**src/hw/board_ctl_pkg.sv**
```systemverilog
/*
  Board control definitions. Holds the HPS reset request pulse lengths,
  the key debounce timing and the reset kind encoding, which also gives
  the bit of each kind in the reset request vector.
*/
`default_nettype none

package board_ctl_pkg;

  // reset request pulse lengths, in 80 MHz cycles
  localparam int cold_pulse_cycles  = 6;
  localparam int warm_pulse_cycles  = 2;
  localparam int debug_pulse_cycles = 32;
  localparam int pulse_cnt_w        = 6;  // holds up to 63

  // key debounce, 1 ms at 80 MHz
  localparam int debounce_cycles = 80000;
  localparam int debounce_cnt_w  = 17;
  localparam int key_w           = 2;   // KEY[1:0], active low

  // reset kind, also the index into reset_req
  typedef enum logic [1:0] {
    rst_cold  = 2'd0,
    rst_warm  = 2'd1,
    rst_debug = 2'd2
  } reset_kind_e;

endpackage

`default_nettype wire

```
**src/hw/readout_pkg.sv**
```systemverilog
/*
  Readout port definitions shared by the sample latch, the readout control
  and the top level. Field widths, the HPS command word bit positions and
  the readout opcodes live here. Import with readout_pkg::* in the module
  header.
*/
`default_nettype none

package readout_pkg;

  // ==========================================================================
  // field widths
  // ==========================================================================
  localparam int time_w   = 18;  // adc timestamp
  localparam int adc_w    = 12;  // adc sample
  localparam int offset_w = 18;  // trigger offset and mean offset
  localparam int hv_w     = 12;  // high voltage reading
  localparam int word_w   = 32;  // command word and returned word

  // ==========================================================================
  // command word bits written by the HPS
  // ==========================================================================
  localparam int cmd_sample_bit = 0;  // read adc sample
  localparam int cmd_ack_bit    = 1;  // ack strobe, falling edge consumes
  localparam int cmd_trig_bit   = 2;  // read trigger offset
  localparam int cmd_hv_bit     = 3;  // read high voltage
  localparam int cmd_mean_bit   = 4;  // read mean offset

  // sample word is {time, 0, value, 1}, fills the whole word
  localparam int sample_word_w = time_w + 1 + adc_w + 1;

  // readout opcode, decoded from the command word by priority
  typedef enum logic [2:0] {
    op_none         = 3'd0,
    op_sample       = 3'd1,
    op_trig_offset  = 3'd2,
    op_high_voltage = 3'd3,
    op_mean_offset  = 3'd4
  } readout_op_e;

endpackage

`default_nettype wire

```
**src/hw/hps_readout_top.sv**
```systemverilog
/*
  FPGA side logic around the HPS. Connects the ADC sample latch to the
  readout control that serves the HPS command word, builds the cold, warm
  and debug reset request pulses and debounces the board keys. Everything
  runs on CLOCK_80MHZ.
*/
`timescale 1ns/1ps
`default_nettype none

module hps_readout_top
  import readout_pkg::*;
  import board_ctl_pkg::*;
#(
  parameter int DEBOUNCE_CYCLES = debounce_cycles
)
(
  input  wire logic                CLOCK_80MHZ,
  input  wire logic                hps_fpga_reset_n,
  // adc sample path
  input  wire logic                new_data,
  input  wire logic [adc_w-1:0]    adc_value,
  input  wire logic [time_w-1:0]   adc_time,
  // hps readout port
  input  wire logic [word_w-1:0]   hps_cmd,
  input  wire logic [offset_w-1:0] trig_offset,
  input  wire logic [hv_w-1:0]     high_voltage,
  input  wire logic [offset_w-1:0] mean_offset,
  output logic      [word_w-1:0]   to_hps,
  // reset requests, one bit per reset kind
  input  wire logic [2:0]          reset_req,
  output logic                     cold_reset_req_n,
  output logic                     warm_reset_req_n,
  output logic                     debug_reset_req_n,
  // keys
  input  wire logic [key_w-1:0]    key,
  output logic      [key_w-1:0]    key_clean
);

  logic              sample_valid;
  logic              sample_ready;
  logic [adc_w-1:0]  sample_value;
  logic [time_w-1:0] sample_time;

  // ==========================================================================
  // sample readout
  // ==========================================================================
  sample_latch sample_latch_i (
    .CLOCK_80MHZ      (CLOCK_80MHZ),
    .hps_fpga_reset_n (hps_fpga_reset_n),
    .new_data         (new_data),
    .adc_value        (adc_value),
    .adc_time         (adc_time),
    .sample_ready     (sample_ready),
    .sample_valid     (sample_valid),
    .sample_value     (sample_value),
    .sample_time      (sample_time)
  );

  readout_ctrl readout_ctrl_i (
    .CLOCK_80MHZ      (CLOCK_80MHZ),
    .hps_fpga_reset_n (hps_fpga_reset_n),
    .hps_cmd          (hps_cmd),
    .sample_valid     (sample_valid),
    .sample_value     (sample_value),
    .sample_time      (sample_time),
    .trig_offset      (trig_offset),
    .high_voltage     (high_voltage),
    .mean_offset      (mean_offset),
    .sample_ready     (sample_ready),
    .to_hps           (to_hps)
  );

  // ==========================================================================
  // hps reset requests
  // ==========================================================================
  reset_pulse_gen #(.PULSE_CYCLES(cold_pulse_cycles)) cold_pulse_i (  // rst_cold
    .CLOCK_80MHZ      (CLOCK_80MHZ),
    .hps_fpga_reset_n (hps_fpga_reset_n),
    .req              (reset_req[rst_cold]),
    .reset_req_n      (cold_reset_req_n)
  );

  reset_pulse_gen #(.PULSE_CYCLES(warm_pulse_cycles)) warm_pulse_i (  // rst_warm
    .CLOCK_80MHZ      (CLOCK_80MHZ),
    .hps_fpga_reset_n (hps_fpga_reset_n),
    .req              (reset_req[rst_warm]),
    .reset_req_n      (warm_reset_req_n)
  );

  reset_pulse_gen #(.PULSE_CYCLES(debug_pulse_cycles)) debug_pulse_i (  // rst_debug
    .CLOCK_80MHZ      (CLOCK_80MHZ),
    .hps_fpga_reset_n (hps_fpga_reset_n),
    .req              (reset_req[rst_debug]),
    .reset_req_n      (debug_reset_req_n)
  );

  // keys, 1 ms filter at the default length
  key_debounce #(.DEBOUNCE_CYCLES(DEBOUNCE_CYCLES)) key_debounce_i (
    .CLOCK_80MHZ      (CLOCK_80MHZ),
    .hps_fpga_reset_n (hps_fpga_reset_n),
    .key              (key),
    .key_clean        (key_clean)
  );

endmodule

`default_nettype wire

```
**src/hw/key_debounce.sv**
```systemverilog
/*
  Key debouncer for the active low board keys. Each key has its own
  stability counter; the clean output takes the raw level once it has
  differed from the clean level for DEBOUNCE_CYCLES cycles in a row.
  Shorter glitches reset the counter and never reach key_clean.
*/
`timescale 1ns/1ps
`default_nettype none

module key_debounce
  import board_ctl_pkg::*;
#(
  parameter int DEBOUNCE_CYCLES = debounce_cycles
)
(
  input  wire logic             CLOCK_80MHZ,
  input  wire logic             hps_fpga_reset_n,
  input  wire logic [key_w-1:0] key,        // raw, active low
  output logic      [key_w-1:0] key_clean   // filtered, active low
);

  localparam logic [debounce_cnt_w-1:0] cnt_done = debounce_cnt_w'(DEBOUNCE_CYCLES);

  logic [debounce_cnt_w-1:0] stable_cnt [key_w];

  // ==========================================================================
  // one counter per key
  // ==========================================================================
  for (genvar k = 0; k < key_w; k++)
  begin : g_key
    always_ff @(posedge CLOCK_80MHZ or negedge hps_fpga_reset_n)
    begin
      if (!hps_fpga_reset_n)
      begin
        stable_cnt[k] <= '0;
        key_clean[k]  <= 1'b1;  // released
      end
      else if (key[k] == key_clean[k])
        stable_cnt[k] <= '0;    // nothing pending or glitch gone
      else if (stable_cnt[k] == cnt_done)
      begin
        key_clean[k]  <= key[k];  // held long enough
        stable_cnt[k] <= '0;
      end
      else
        stable_cnt[k] <= stable_cnt[k] + 1'b1;
    end
  end

endmodule

`default_nettype wire

```
**src/hw/readout_ctrl.sv**
```systemverilog
/*
  HPS readout control. Decodes the command word written by the HPS into a
  readout opcode, packs the selected value into the returned word and
  registers it. The falling edge of the ack bit, after it was seen high,
  produces a single cycle sample_ready towards the sample latch.
*/
`timescale 1ns/1ps
`default_nettype none

module readout_ctrl
  import readout_pkg::*;
(
  input  wire logic                CLOCK_80MHZ,
  input  wire logic                hps_fpga_reset_n,
  input  wire logic [word_w-1:0]   hps_cmd,       // command word from HPS
  input  wire logic                sample_valid,
  input  wire logic [adc_w-1:0]    sample_value,
  input  wire logic [time_w-1:0]   sample_time,
  input  wire logic [offset_w-1:0] trig_offset,
  input  wire logic [hv_w-1:0]     high_voltage,
  input  wire logic [offset_w-1:0] mean_offset,
  output logic                     sample_ready,  // one cycle, consumes sample
  output logic [word_w-1:0]        to_hps         // word polled by HPS
);

  typedef enum logic {
    ack_idle,  // waiting for ack bit high
    ack_seen   // ack high, waiting for it to drop
  } ack_state_e;

  ack_state_e            ack_state;
  readout_op_e           op;
  logic                  ack_bit;
  logic                  ack_fall;
  logic [word_w-1:0]     sample_word;

  assign ack_bit     = hps_cmd[cmd_ack_bit];
  assign ack_fall    = (ack_state == ack_seen) && !ack_bit;
  assign sample_word = word_w'({sample_time, 1'b0, sample_value, 1'b1});

  // ==========================================================================
  // command decode, sample > trig > hv > mean
  // ==========================================================================
  always_comb
  begin
    if (hps_cmd[cmd_sample_bit])
      op = op_sample;
    else if (hps_cmd[cmd_trig_bit])
      op = op_trig_offset;
    else if (hps_cmd[cmd_hv_bit])
      op = op_high_voltage;
    else if (hps_cmd[cmd_mean_bit])
      op = op_mean_offset;
    else
      op = op_none;
  end

  // ==========================================================================
  // ack edge tracking
  // ==========================================================================
  always_ff @(posedge CLOCK_80MHZ or negedge hps_fpga_reset_n)
  begin
    if (!hps_fpga_reset_n)
    begin
      ack_state    <= ack_idle;
      sample_ready <= 1'b0;
    end
    else
    begin
      sample_ready <= ack_fall;  // high the cycle after the edge
      case (ack_state)
        ack_idle: if (ack_bit)  ack_state <= ack_seen;
        ack_seen: if (!ack_bit) ack_state <= ack_idle;
        default:                ack_state <= ack_idle;
      endcase
    end
  end

  // ==========================================================================
  // returned word register
  // ==========================================================================
  always_ff @(posedge CLOCK_80MHZ or negedge hps_fpga_reset_n)
  begin
    if (!hps_fpga_reset_n)
      to_hps <= '0;
    else
    begin
      case (op)
        op_sample:
        begin
          // ack low holds the word so the HPS can read it
          if (ack_bit)
            to_hps <= sample_valid ? sample_word : '0;
        end
        op_trig_offset:  to_hps <= word_w'({trig_offset, 1'b1});
        op_high_voltage: to_hps <= word_w'({high_voltage, 1'b1});
        op_mean_offset:  to_hps <= word_w'({mean_offset, 1'b1});
        default:         to_hps <= '0;  // op_none
      endcase
    end
  end

  // one ack edge gives exactly one ready cycle
  ready_single_cycle: assert property (
    @(posedge CLOCK_80MHZ) disable iff (!hps_fpga_reset_n)
    sample_ready |=> !sample_ready
  );

endmodule

`default_nettype wire

```
**src/hw/reset_pulse_gen.sv**
```systemverilog
/*
  Reset request pulse generator for the HPS cold, warm and debug reset
  inputs. A rising edge on req drives reset_req_n low for PULSE_CYCLES
  cycles; edges arriving while the pulse runs are ignored.
*/
`timescale 1ns/1ps
`default_nettype none

module reset_pulse_gen
  import board_ctl_pkg::*;
#(
  parameter int PULSE_CYCLES = cold_pulse_cycles
)
(
  input  wire logic CLOCK_80MHZ,
  input  wire logic hps_fpga_reset_n,
  input  wire logic req,          // level request, edge triggered
  output logic      reset_req_n   // active low to HPS
);

  logic                   req_q;   // previous req for edge detect
  logic                   rise;
  logic                   busy;
  logic [pulse_cnt_w-1:0] remain;  // low cycles left after this one

  assign rise = req && !req_q;
  assign busy = !reset_req_n;

  always_ff @(posedge CLOCK_80MHZ or negedge hps_fpga_reset_n)
  begin
    if (!hps_fpga_reset_n)
    begin
      req_q       <= 1'b0;
      reset_req_n <= 1'b1;
      remain      <= '0;
    end
    else
    begin
      req_q <= req;
      if (busy)
      begin
        if (remain == '0)
          reset_req_n <= 1'b1;  // pulse done
        else
          remain <= remain - 1'b1;
      end
      else if (rise)
      begin
        reset_req_n <= 1'b0;
        remain      <= pulse_cnt_w'(PULSE_CYCLES - 1);
      end
    end
  end

  // pulse never outlasts its length, retriggers included
  pulse_len_bound: assert property (
    @(posedge CLOCK_80MHZ) disable iff (!hps_fpga_reset_n)
    $fell(reset_req_n) |-> ##[1:PULSE_CYCLES] reset_req_n
  );

endmodule

`default_nettype wire

```
**src/hw/sample_latch.sv**
```systemverilog
/*
  Holds the newest ADC sample and its timestamp for the HPS. A new_data
  pulse loads the sample and raises sample_valid; a valid/ready transfer
  with the readout control drops it again. A newer sample always replaces
  a pending one, so the HPS reads the latest conversion.
*/
`timescale 1ns/1ps
`default_nettype none

module sample_latch
  import readout_pkg::*;
(
  input  wire logic              CLOCK_80MHZ,
  input  wire logic              hps_fpga_reset_n,
  input  wire logic              new_data,      // one cycle strobe from adc
  input  wire logic [adc_w-1:0]  adc_value,
  input  wire logic [time_w-1:0] adc_time,
  input  wire logic              sample_ready,  // from readout_ctrl
  output logic                   sample_valid,
  output logic [adc_w-1:0]       sample_value,
  output logic [time_w-1:0]      sample_time
);

  logic xfer;  // sample handed over this cycle

  assign xfer = sample_valid && sample_ready;

  // valid flag, new_data wins over a transfer in the same cycle
  always_ff @(posedge CLOCK_80MHZ or negedge hps_fpga_reset_n)
  begin
    if (!hps_fpga_reset_n)
      sample_valid <= 1'b0;
    else if (new_data)
      sample_valid <= 1'b1;
    else if (xfer)
      sample_valid <= 1'b0;
  end

  // payload, overwritten by each new sample
  always_ff @(posedge CLOCK_80MHZ)
  begin
    if (new_data)
    begin
      sample_value <= adc_value;
      sample_time  <= adc_time;
    end
  end

  // a sample is only ever dropped through a handshake with readout_ctrl
  valid_drop_needs_ready: assert property (
    @(posedge CLOCK_80MHZ) disable iff (!hps_fpga_reset_n)
    $fell(sample_valid) |-> $past(sample_ready)
  );

endmodule

`default_nettype wire

```
**config.mk**
```make
export PLATFORM = sky130hd
export DESIGN_NAME = hps_readout_top
export DESIGN_NICKNAME = d
export VERILOG_FILES = /design/src/hw/board_ctl_pkg.sv /design/src/hw/readout_pkg.sv /design/src/hw/hps_readout_top.sv /design/src/hw/key_debounce.sv /design/src/hw/readout_ctrl.sv /design/src/hw/reset_pulse_gen.sv /design/src/hw/sample_latch.sv
export SDC_FILE = /design/constraint.sdc
export NUM_CORES = 1
export LEC_CHECK = 0
export ABC_CLOCK_PERIOD_IN_PS = 1850
export CAP_MARGIN = 20
export CELL_PAD_IN_SITES_DETAIL_PLACEMENT = 0
export CELL_PAD_IN_SITES_GLOBAL_PLACEMENT = 2
export CORE_ASPECT_RATIO = 1.75
export CORE_UTILIZATION = 36
export DETAILED_ROUTE_END_ITERATION = 8
export DONT_BUFFER_PORTS = 1
export GPL_ROUTABILITY_DRIVEN = 0
export PLACE_DENSITY_LB_ADDON = 0.12
export SYNTH_ARGS = -nofsm -noshare
export SYNTH_HDL_FRONTEND = slang
export SYNTH_SLANG_ARGS = --single-unit
```
**constraint.sdc**
```tcl
create_clock -name CLOCK_80MHZ -period 1.85 [get_ports CLOCK_80MHZ]
set_input_delay 0.185 -clock CLOCK_80MHZ [delete_from_list [all_inputs] [get_ports CLOCK_80MHZ]]
set_output_delay 0.185 -clock CLOCK_80MHZ [all_outputs]
set_load 0.1 [all_outputs]
```
Yosys cells after proc, flatten, opt, wreduce, memory -nomap -nowiden
Cells that the tools add are included.
{"block": "word_totals", "reg_bits": 125, "latch_bits": 0, "ramBits": 0, "rom_bits": 0, "inputBits": 118, "output_inout_bits": 37, "mem_count": 0}
{"block": "classes", "n_addsub": 5, "n_mul": 0, "div_mod_pow": 0, "n_lt_le_gt_ge": 0, "n_eq_ne": 15, "shifts": 0, "n_mux": 32, "bitwise": 2, "n_reduce_logical": 18}
{"cell": "$pmux 32 s4", "count": 1}
{"cell": "$mux 17", "count": 4}
{"cell": "$mux 32", "count": 2}
{"cell": "$mux 6", "count": 9}
{"cell": "$add 17x1->17 const B", "count": 2}
{"cell": "$eq 17x17->1 const B", "count": 2}
{"cell": "$logic_not 6->1", "count": 3}
{"cell": "$sub 6x1->6 const B", "count": 3}
{"cell": "$mux 1", "count": 12}
{"cell": "$mux 3", "count": 4}
{"cell": "$reduce_and 2->1", "count": 5}
{"cell": "$ne 2x2->1 const B", "count": 4}
{"cell": "$eq 3x2->1 const B", "count": 2}
{"cell": "$ne 2x1->1 const B", "count": 3}
{"cell": "$logic_and 1x1->1", "count": 5}
{"cell": "$logic_not 1->1", "count": 4}
{"cell": "$eq 3x1->1 const B", "count": 1}
{"cell": "$eq 3x3->1 const B", "count": 1}
{"cell": "$eq 1x1->1", "count": 2}
{"cell": "$not 1->1", "count": 2}
{"cell": "$reduce_bool 2->1", "count": 1}

Logic depth before layout (Yosys ltp)
{"block": "depth", "depth_word": 6, "mapped_depth": 7}

Cells and area by module
Synthesis repeated with hierarchy kept, for this count alone.
{"block": "hier_totals", "cells_unflattened": 489, "area_unflattened_um2": 5726.7}
{"mod": "key_debounce", "n_inst": 1, "cells_each": 189, "area_per_inst_um2": 1849.3, "seq_area_each_um2": 903.4}
{"mod": "readout_ctrl", "n_inst": 1, "cells_each": 139, "area_per_inst_um2": 1619.1, "seq_area_each_um2": 850.8}
{"mod": "sample_latch", "n_inst": 1, "cells_each": 33, "area_per_inst_um2": 937.1, "seq_area_each_um2": 925.9}
{"mod": "reset_pulse_gen (warm_pulse_i)", "n_inst": 1, "cells_each": 42, "area_per_inst_um2": 445.4, "seq_area_each_um2": 201.4}
{"mod": "reset_pulse_gen (debug_pulse_i)", "n_inst": 1, "cells_each": 47, "area_per_inst_um2": 444.2, "seq_area_each_um2": 201.4}
{"mod": "reset_pulse_gen (cold_pulse_i)", "n_inst": 1, "cells_each": 39, "area_per_inst_um2": 431.7, "seq_area_each_um2": 201.4}

Worst setup path before layout
Ideal clock, no wire load.
{"block": "synth_path", "path_type": "register to register", "start": "register key_debounce_i.stable_cnt[0] (netlist bit)", "end": "register key_debounce_i.stable_cnt[13] (netlist bit)", "setup_ps": 119, "t_arrival_ps": 1678, "setup_slack_ps": 54, "stages_incl_launch_ff": 7, "cell_sequence": "dfrtp_1 -> inv_1 -> ha_1 -> or4b_4 -> o41ai_4 -> buf_6 -> nor2_1"}
{"block": "synth_between", "elab_chain_cells": 3, "elab_cells_between_ends": 4}
{"element": "start, declared", "line_no": "key_debounce.sv:24", "source": "logic [debounce_cnt_w-1:0] stable_cnt [key_w];"}
{"element": "start signal, assigned by index", "line_no": "key_debounce.sv:46", "source": "stable_cnt[k] <= stable_cnt[k] + 1'b1;"}
{"element": "$add 17x1->17 or $eq 17x17->1 (tied branches)", "line_no": "key_debounce.sv:46, key_debounce.sv:40"}
{"element": "$mux 17 *", "line_no": "key_debounce.sv:40", "source": "else if (stable_cnt[k] == cnt_done)"}
{"element": "$mux 17 *", "line_no": "key_debounce.sv:38", "source": "else if (key[k] == key_clean[k])"}
Mark *: on every way between the ends. The rest lies on a longest branch, timed or not.
A chain may end at the register's enable or synchronous reset.

Final worst setup path
{"block": "layout_path", "start": "register debug_pulse_i.remain[0]", "end": "register debug_pulse_i.remain[4]"}
{"block": "layout_between", "elab_chain_cells": 3, "elab_cells_between_ends": 6}
{"element": "start, declared", "line_no": "reset_pulse_gen.sv:24", "source": "logic [pulse_cnt_w-1:0] remain;"}
{"element": "start signal, assigned", "line_no": "reset_pulse_gen.sv:45", "source": "remain <= remain - 1'b1;"}
{"element": "start signal, assigned", "line_no": "reset_pulse_gen.sv:50", "source": "remain <= pulse_cnt_w'(PULSE_CYCLES - 1);"}
{"element": "$sub 6x1->6 or $logic_not 6->1 (tied branches)", "line_no": "reset_pulse_gen.sv:45, reset_pulse_gen.sv:42"}
{"element": "$mux 6 or $ne 2x1->1 (tied branches)"}
{"element": "$mux 6 or $reduce_and 2->1 (tied branches)"}
Several ways; a longest one is shown, not always the timed one. The select of a mux whose other input is x is not followed.

==> impl_metrics.tcl <==
set metrics [dict create \
    grt_pass1_wl_um 19800 \
    crit_fanout 4 \
    status "complete, but fails checks" \
    dp_slack_ps 68.6 \
    avgSynthCellArea_um2 11.7 \
    routed_wl_um 12700 \
    tightest_slew_ps 1050 \
    ys_types 47 \
    fillers 1387 \
    ff2ff_path_depth 4 \
    die_area_um2 15800 \
    finalCriticalPeriod_ps 1750 \
    yosys.area.top_type "dfrtp_1" \
    final_antenna_net_count 0 \
    violations "negative hold slack" \
    max_freq_mhz 573 \
    cap_violations 0 \
    synth-simple-area-share_pct 16.1 \
    cts_setup_buffers 0 \
    drc 0 \
    synth_top_cell_area_share_pct 41.0 \
    layout_common_cells "dfrtp_1, buf_4, nor2_1" \
    slew_headroom_pct 29.7 \
    hold_violations 95 \
    arrival_ps 2040 \
    cts_tree "built" \
    required_ps 2140 \
    stdcell_area_um2 7040 \
    numCtsBuffers 17 \
    start_kind "flip-flop" \
    io_buffers 0 \
    first_pass_iters 4 \
    p_leak_nw 3.07 \
    syn-num-nets 599 \
    clkTransAtPathRegs_ps 60 \
    avgRoutedWirePerCell_um 16.8 \
    die_width_um 95.4 \
    clock_skew_ps 9.35 \
    cts_sinks 125 \
    rsz0062_at_grt "false" \
    period_share_pct 94.3 \
    via_per_inst 5.24 \
    num_io_pins 155 \
    ys_ff_latch 125 \
    syn2layout_area_growth_pct 28.1 \
    fin_cells 760 \
    tns_ps 0 \
    path_class "reg -> reg" \
    synth_xor_area_share_pct 5.26 \
    syn_inst 471 \
    synth_compound_area_share_pct 12.5 \
    synth_top_family_by_area "simple AND/OR/NAND/NOR gates" \
    synth_edf_count 30 \
    dp_hpwl_um 8960 \
    hold_buffers 39 \
    worst_setup_path_end_kind "flip-flop" \
    synthArstFlopShare_pct 76.0 \
    fin_nets 692 \
    grt_max_degree 96 \
    setup_viol 0 \
    synth_mux_area_share_pct 0.956 \
    yosysSeqAreaShare_pct 59.7 \
    drive_gt1_share_pct 18.4 \
    die-height_um 165 \
    htreeDepth 4 \
    coreArea_um2 14900 \
    grt.total_usage_pct 16.6 \
    insertion_delay_ps 410 \
    layout_setup_ws_ps 105 \
    cts_root_buf "clkbuf_16" \
    powerDensity_nw_per_um2 1230 \
    vias 3984 \
    reg2reg_slack_ps 100 \
    synth.area.top_cells "dfrtp_1, edfxtp_1, nor2_1" \
    syn-cell-area_um2 5500 \
    ys_dominant_reg_cell "dfrtp_1" \
    fp-row-count 59 \
    overflow 0 \
    maxSlewViolCount 0 \
    start_util_pct 36.9 \
    fin_hold_ws_ps -523 \
    drt_iter0_drc 180 \
    ir_drop_v 0.000790 \
    diodes 0 \
    postPlaceCellArea_um2 6050 \
    grt_antenna_before_repair 0 \
    grt_pass1_vias 4097 \
    clock_path_buffers 2 \
    hp-class "in -> async" \
    ys_warn_count 0 \
    synthAdderAreaFrac_pct 2.28 \
    mostFrequentLayoutCell "dfrtp_1" \
    place_inst 689 \
]
==> sequential cells by signal, summed over array words and instances, names as in the netlist <==
name,flops
cold_pulse_i.remain,6
cold_pulse_i.req_q,1
cold_pulse_i.reset_req_n,1
debug_pulse_i.remain,6
debug_pulse_i.req_q,1
debug_pulse_i.reset_req_n,1
key_debounce_i.key_clean,2
key_debounce_i.stable_cnt,34
readout_ctrl_i.ack_state,1
readout_ctrl_i.sample_ready,1
readout_ctrl_i.to_hps,32
sample_latch_i.sample_time,18
sample_latch_i.sample_valid,1
sample_latch_i.sample_value,12
warm_pulse_i.remain,6
warm_pulse_i.req_q,1
warm_pulse_i.reset_req_n,1
==> cell usage after synthesis, types with 3 or more instances <==
cell type and count:
a211o_1 3, a211oi_1 3, a21o_1 13, a21oi_1 22, a222oi_1 18, a22o_1 13
a31oi_1 3, and4_1 3, buf_2 5, buf_6 3, clkbuf_1 10, dfrtp_1 90
dfstp_2 5, edfxtp_1 30, ha_1 10, inv_1 19, mux2i_1 3, nand2_1 37
nand2b_1 3, nand3_1 12, nand4_1 14, nor2_1 49, nor2b_1 5, nor3_1 13
nor4_1 11, o21ai_0 9, or3_1 4, xnor2_1 15, xor2_1 18
==> worst max-delay path, cell delays in order (launching register included) <==
cell and delay, ps:
dfrtp_1 410, inv_1 100, ha_1 190, or4b_2 630, a211o_1 310
==> path summary, 6_finish.rpt <==
path	startpoint	to
worst max-delay path	debug_pulse_i.remain[0]$_DFFE_PN0P_	debug_pulse_i.remain[4]$_DFFE_PN0P_
worst min-delay path	hps_fpga_reset_n	readout_ctrl_i.to_hps[4]$_DFFE_PN0P_
worst max register to register	debug_pulse_i.remain[0]$_DFFE_PN0P_	debug_pulse_i.remain[4]$_DFFE_PN0P_
worst min register to register	sample_latch_i.sample_time[6]$_DFFE_PP_	readout_ctrl_i.to_hps[20]$_DFFE_PN0P_
max in group asynchronous	hps_fpga_reset_n	cold_pulse_i.reset_req_n$_DFF_PN1_
min in group CLOCK_80MHZ	trig_offset[13]	readout_ctrl_i.to_hps[14]$_DFFE_PN0P_
==> power by group <==
part	internal (mW)	leakage, nW	total, mW	switching, mW
registers	3.22	1.52	3.50	0.279
clock network	1.99	0.270	3.20	1.22
logic	0.650	1.29	1.99	1.34
==> per-stage QoR <==
stage	total power, mW	util [%]
floorplan	5.01	-
global placement	5.42	40.6
detailed placement	5.47	40.6
CTS	8.81	47.1
global route	9.15	47.2
finish	8.69	47.2
==> metal layers <==
metal	routed length, um	up-vias	track usage (%)	share of wire, %
met1	4580	1945	15.9	36
met3	662	12	4.08	5.2
met4	214	0	6.78	1.7
met2	7280	117	32.5	57
li1	-	1910	-	-
met5	0	-	0	0
==> final cells by class <==
| class | instances | area, um^2 | share of cell area (%) |
|---|---|---|---|
| clock inverters | 13 | 144 | 2.04 |
| multi-input cells | 307 | 2050 | 29.2 |
| well taps | 183 | 229 | 3.25 |
| repair buffers | 94 | 826 | 11.7 |
| inverters | 19 | 71.3 | 1.01 |
| flip-flops and latches | 125 | 3280 | 46.7 |
| clock buffers | 19 | 433 | 6.15 |
==> logic make-up (layout without fill, tap and decap cells) <==
kind of cell,after synthesis,count (layout)
xor gates and xnor gates,33,33
and+or+nand+nor,171,171
DFF,125,125
buffers and inverters,39,145
adders and majority gates,10,10
AOI/OAI and AO/OA,88,88
muxes,5,5
==> what timing repair did <==
action,in CTS,in global routing
setup endpoints to repair,0,19
gates resized for setup,0,2
hold endpoints to repair,164,95
(Power assumes the default switching activity.)
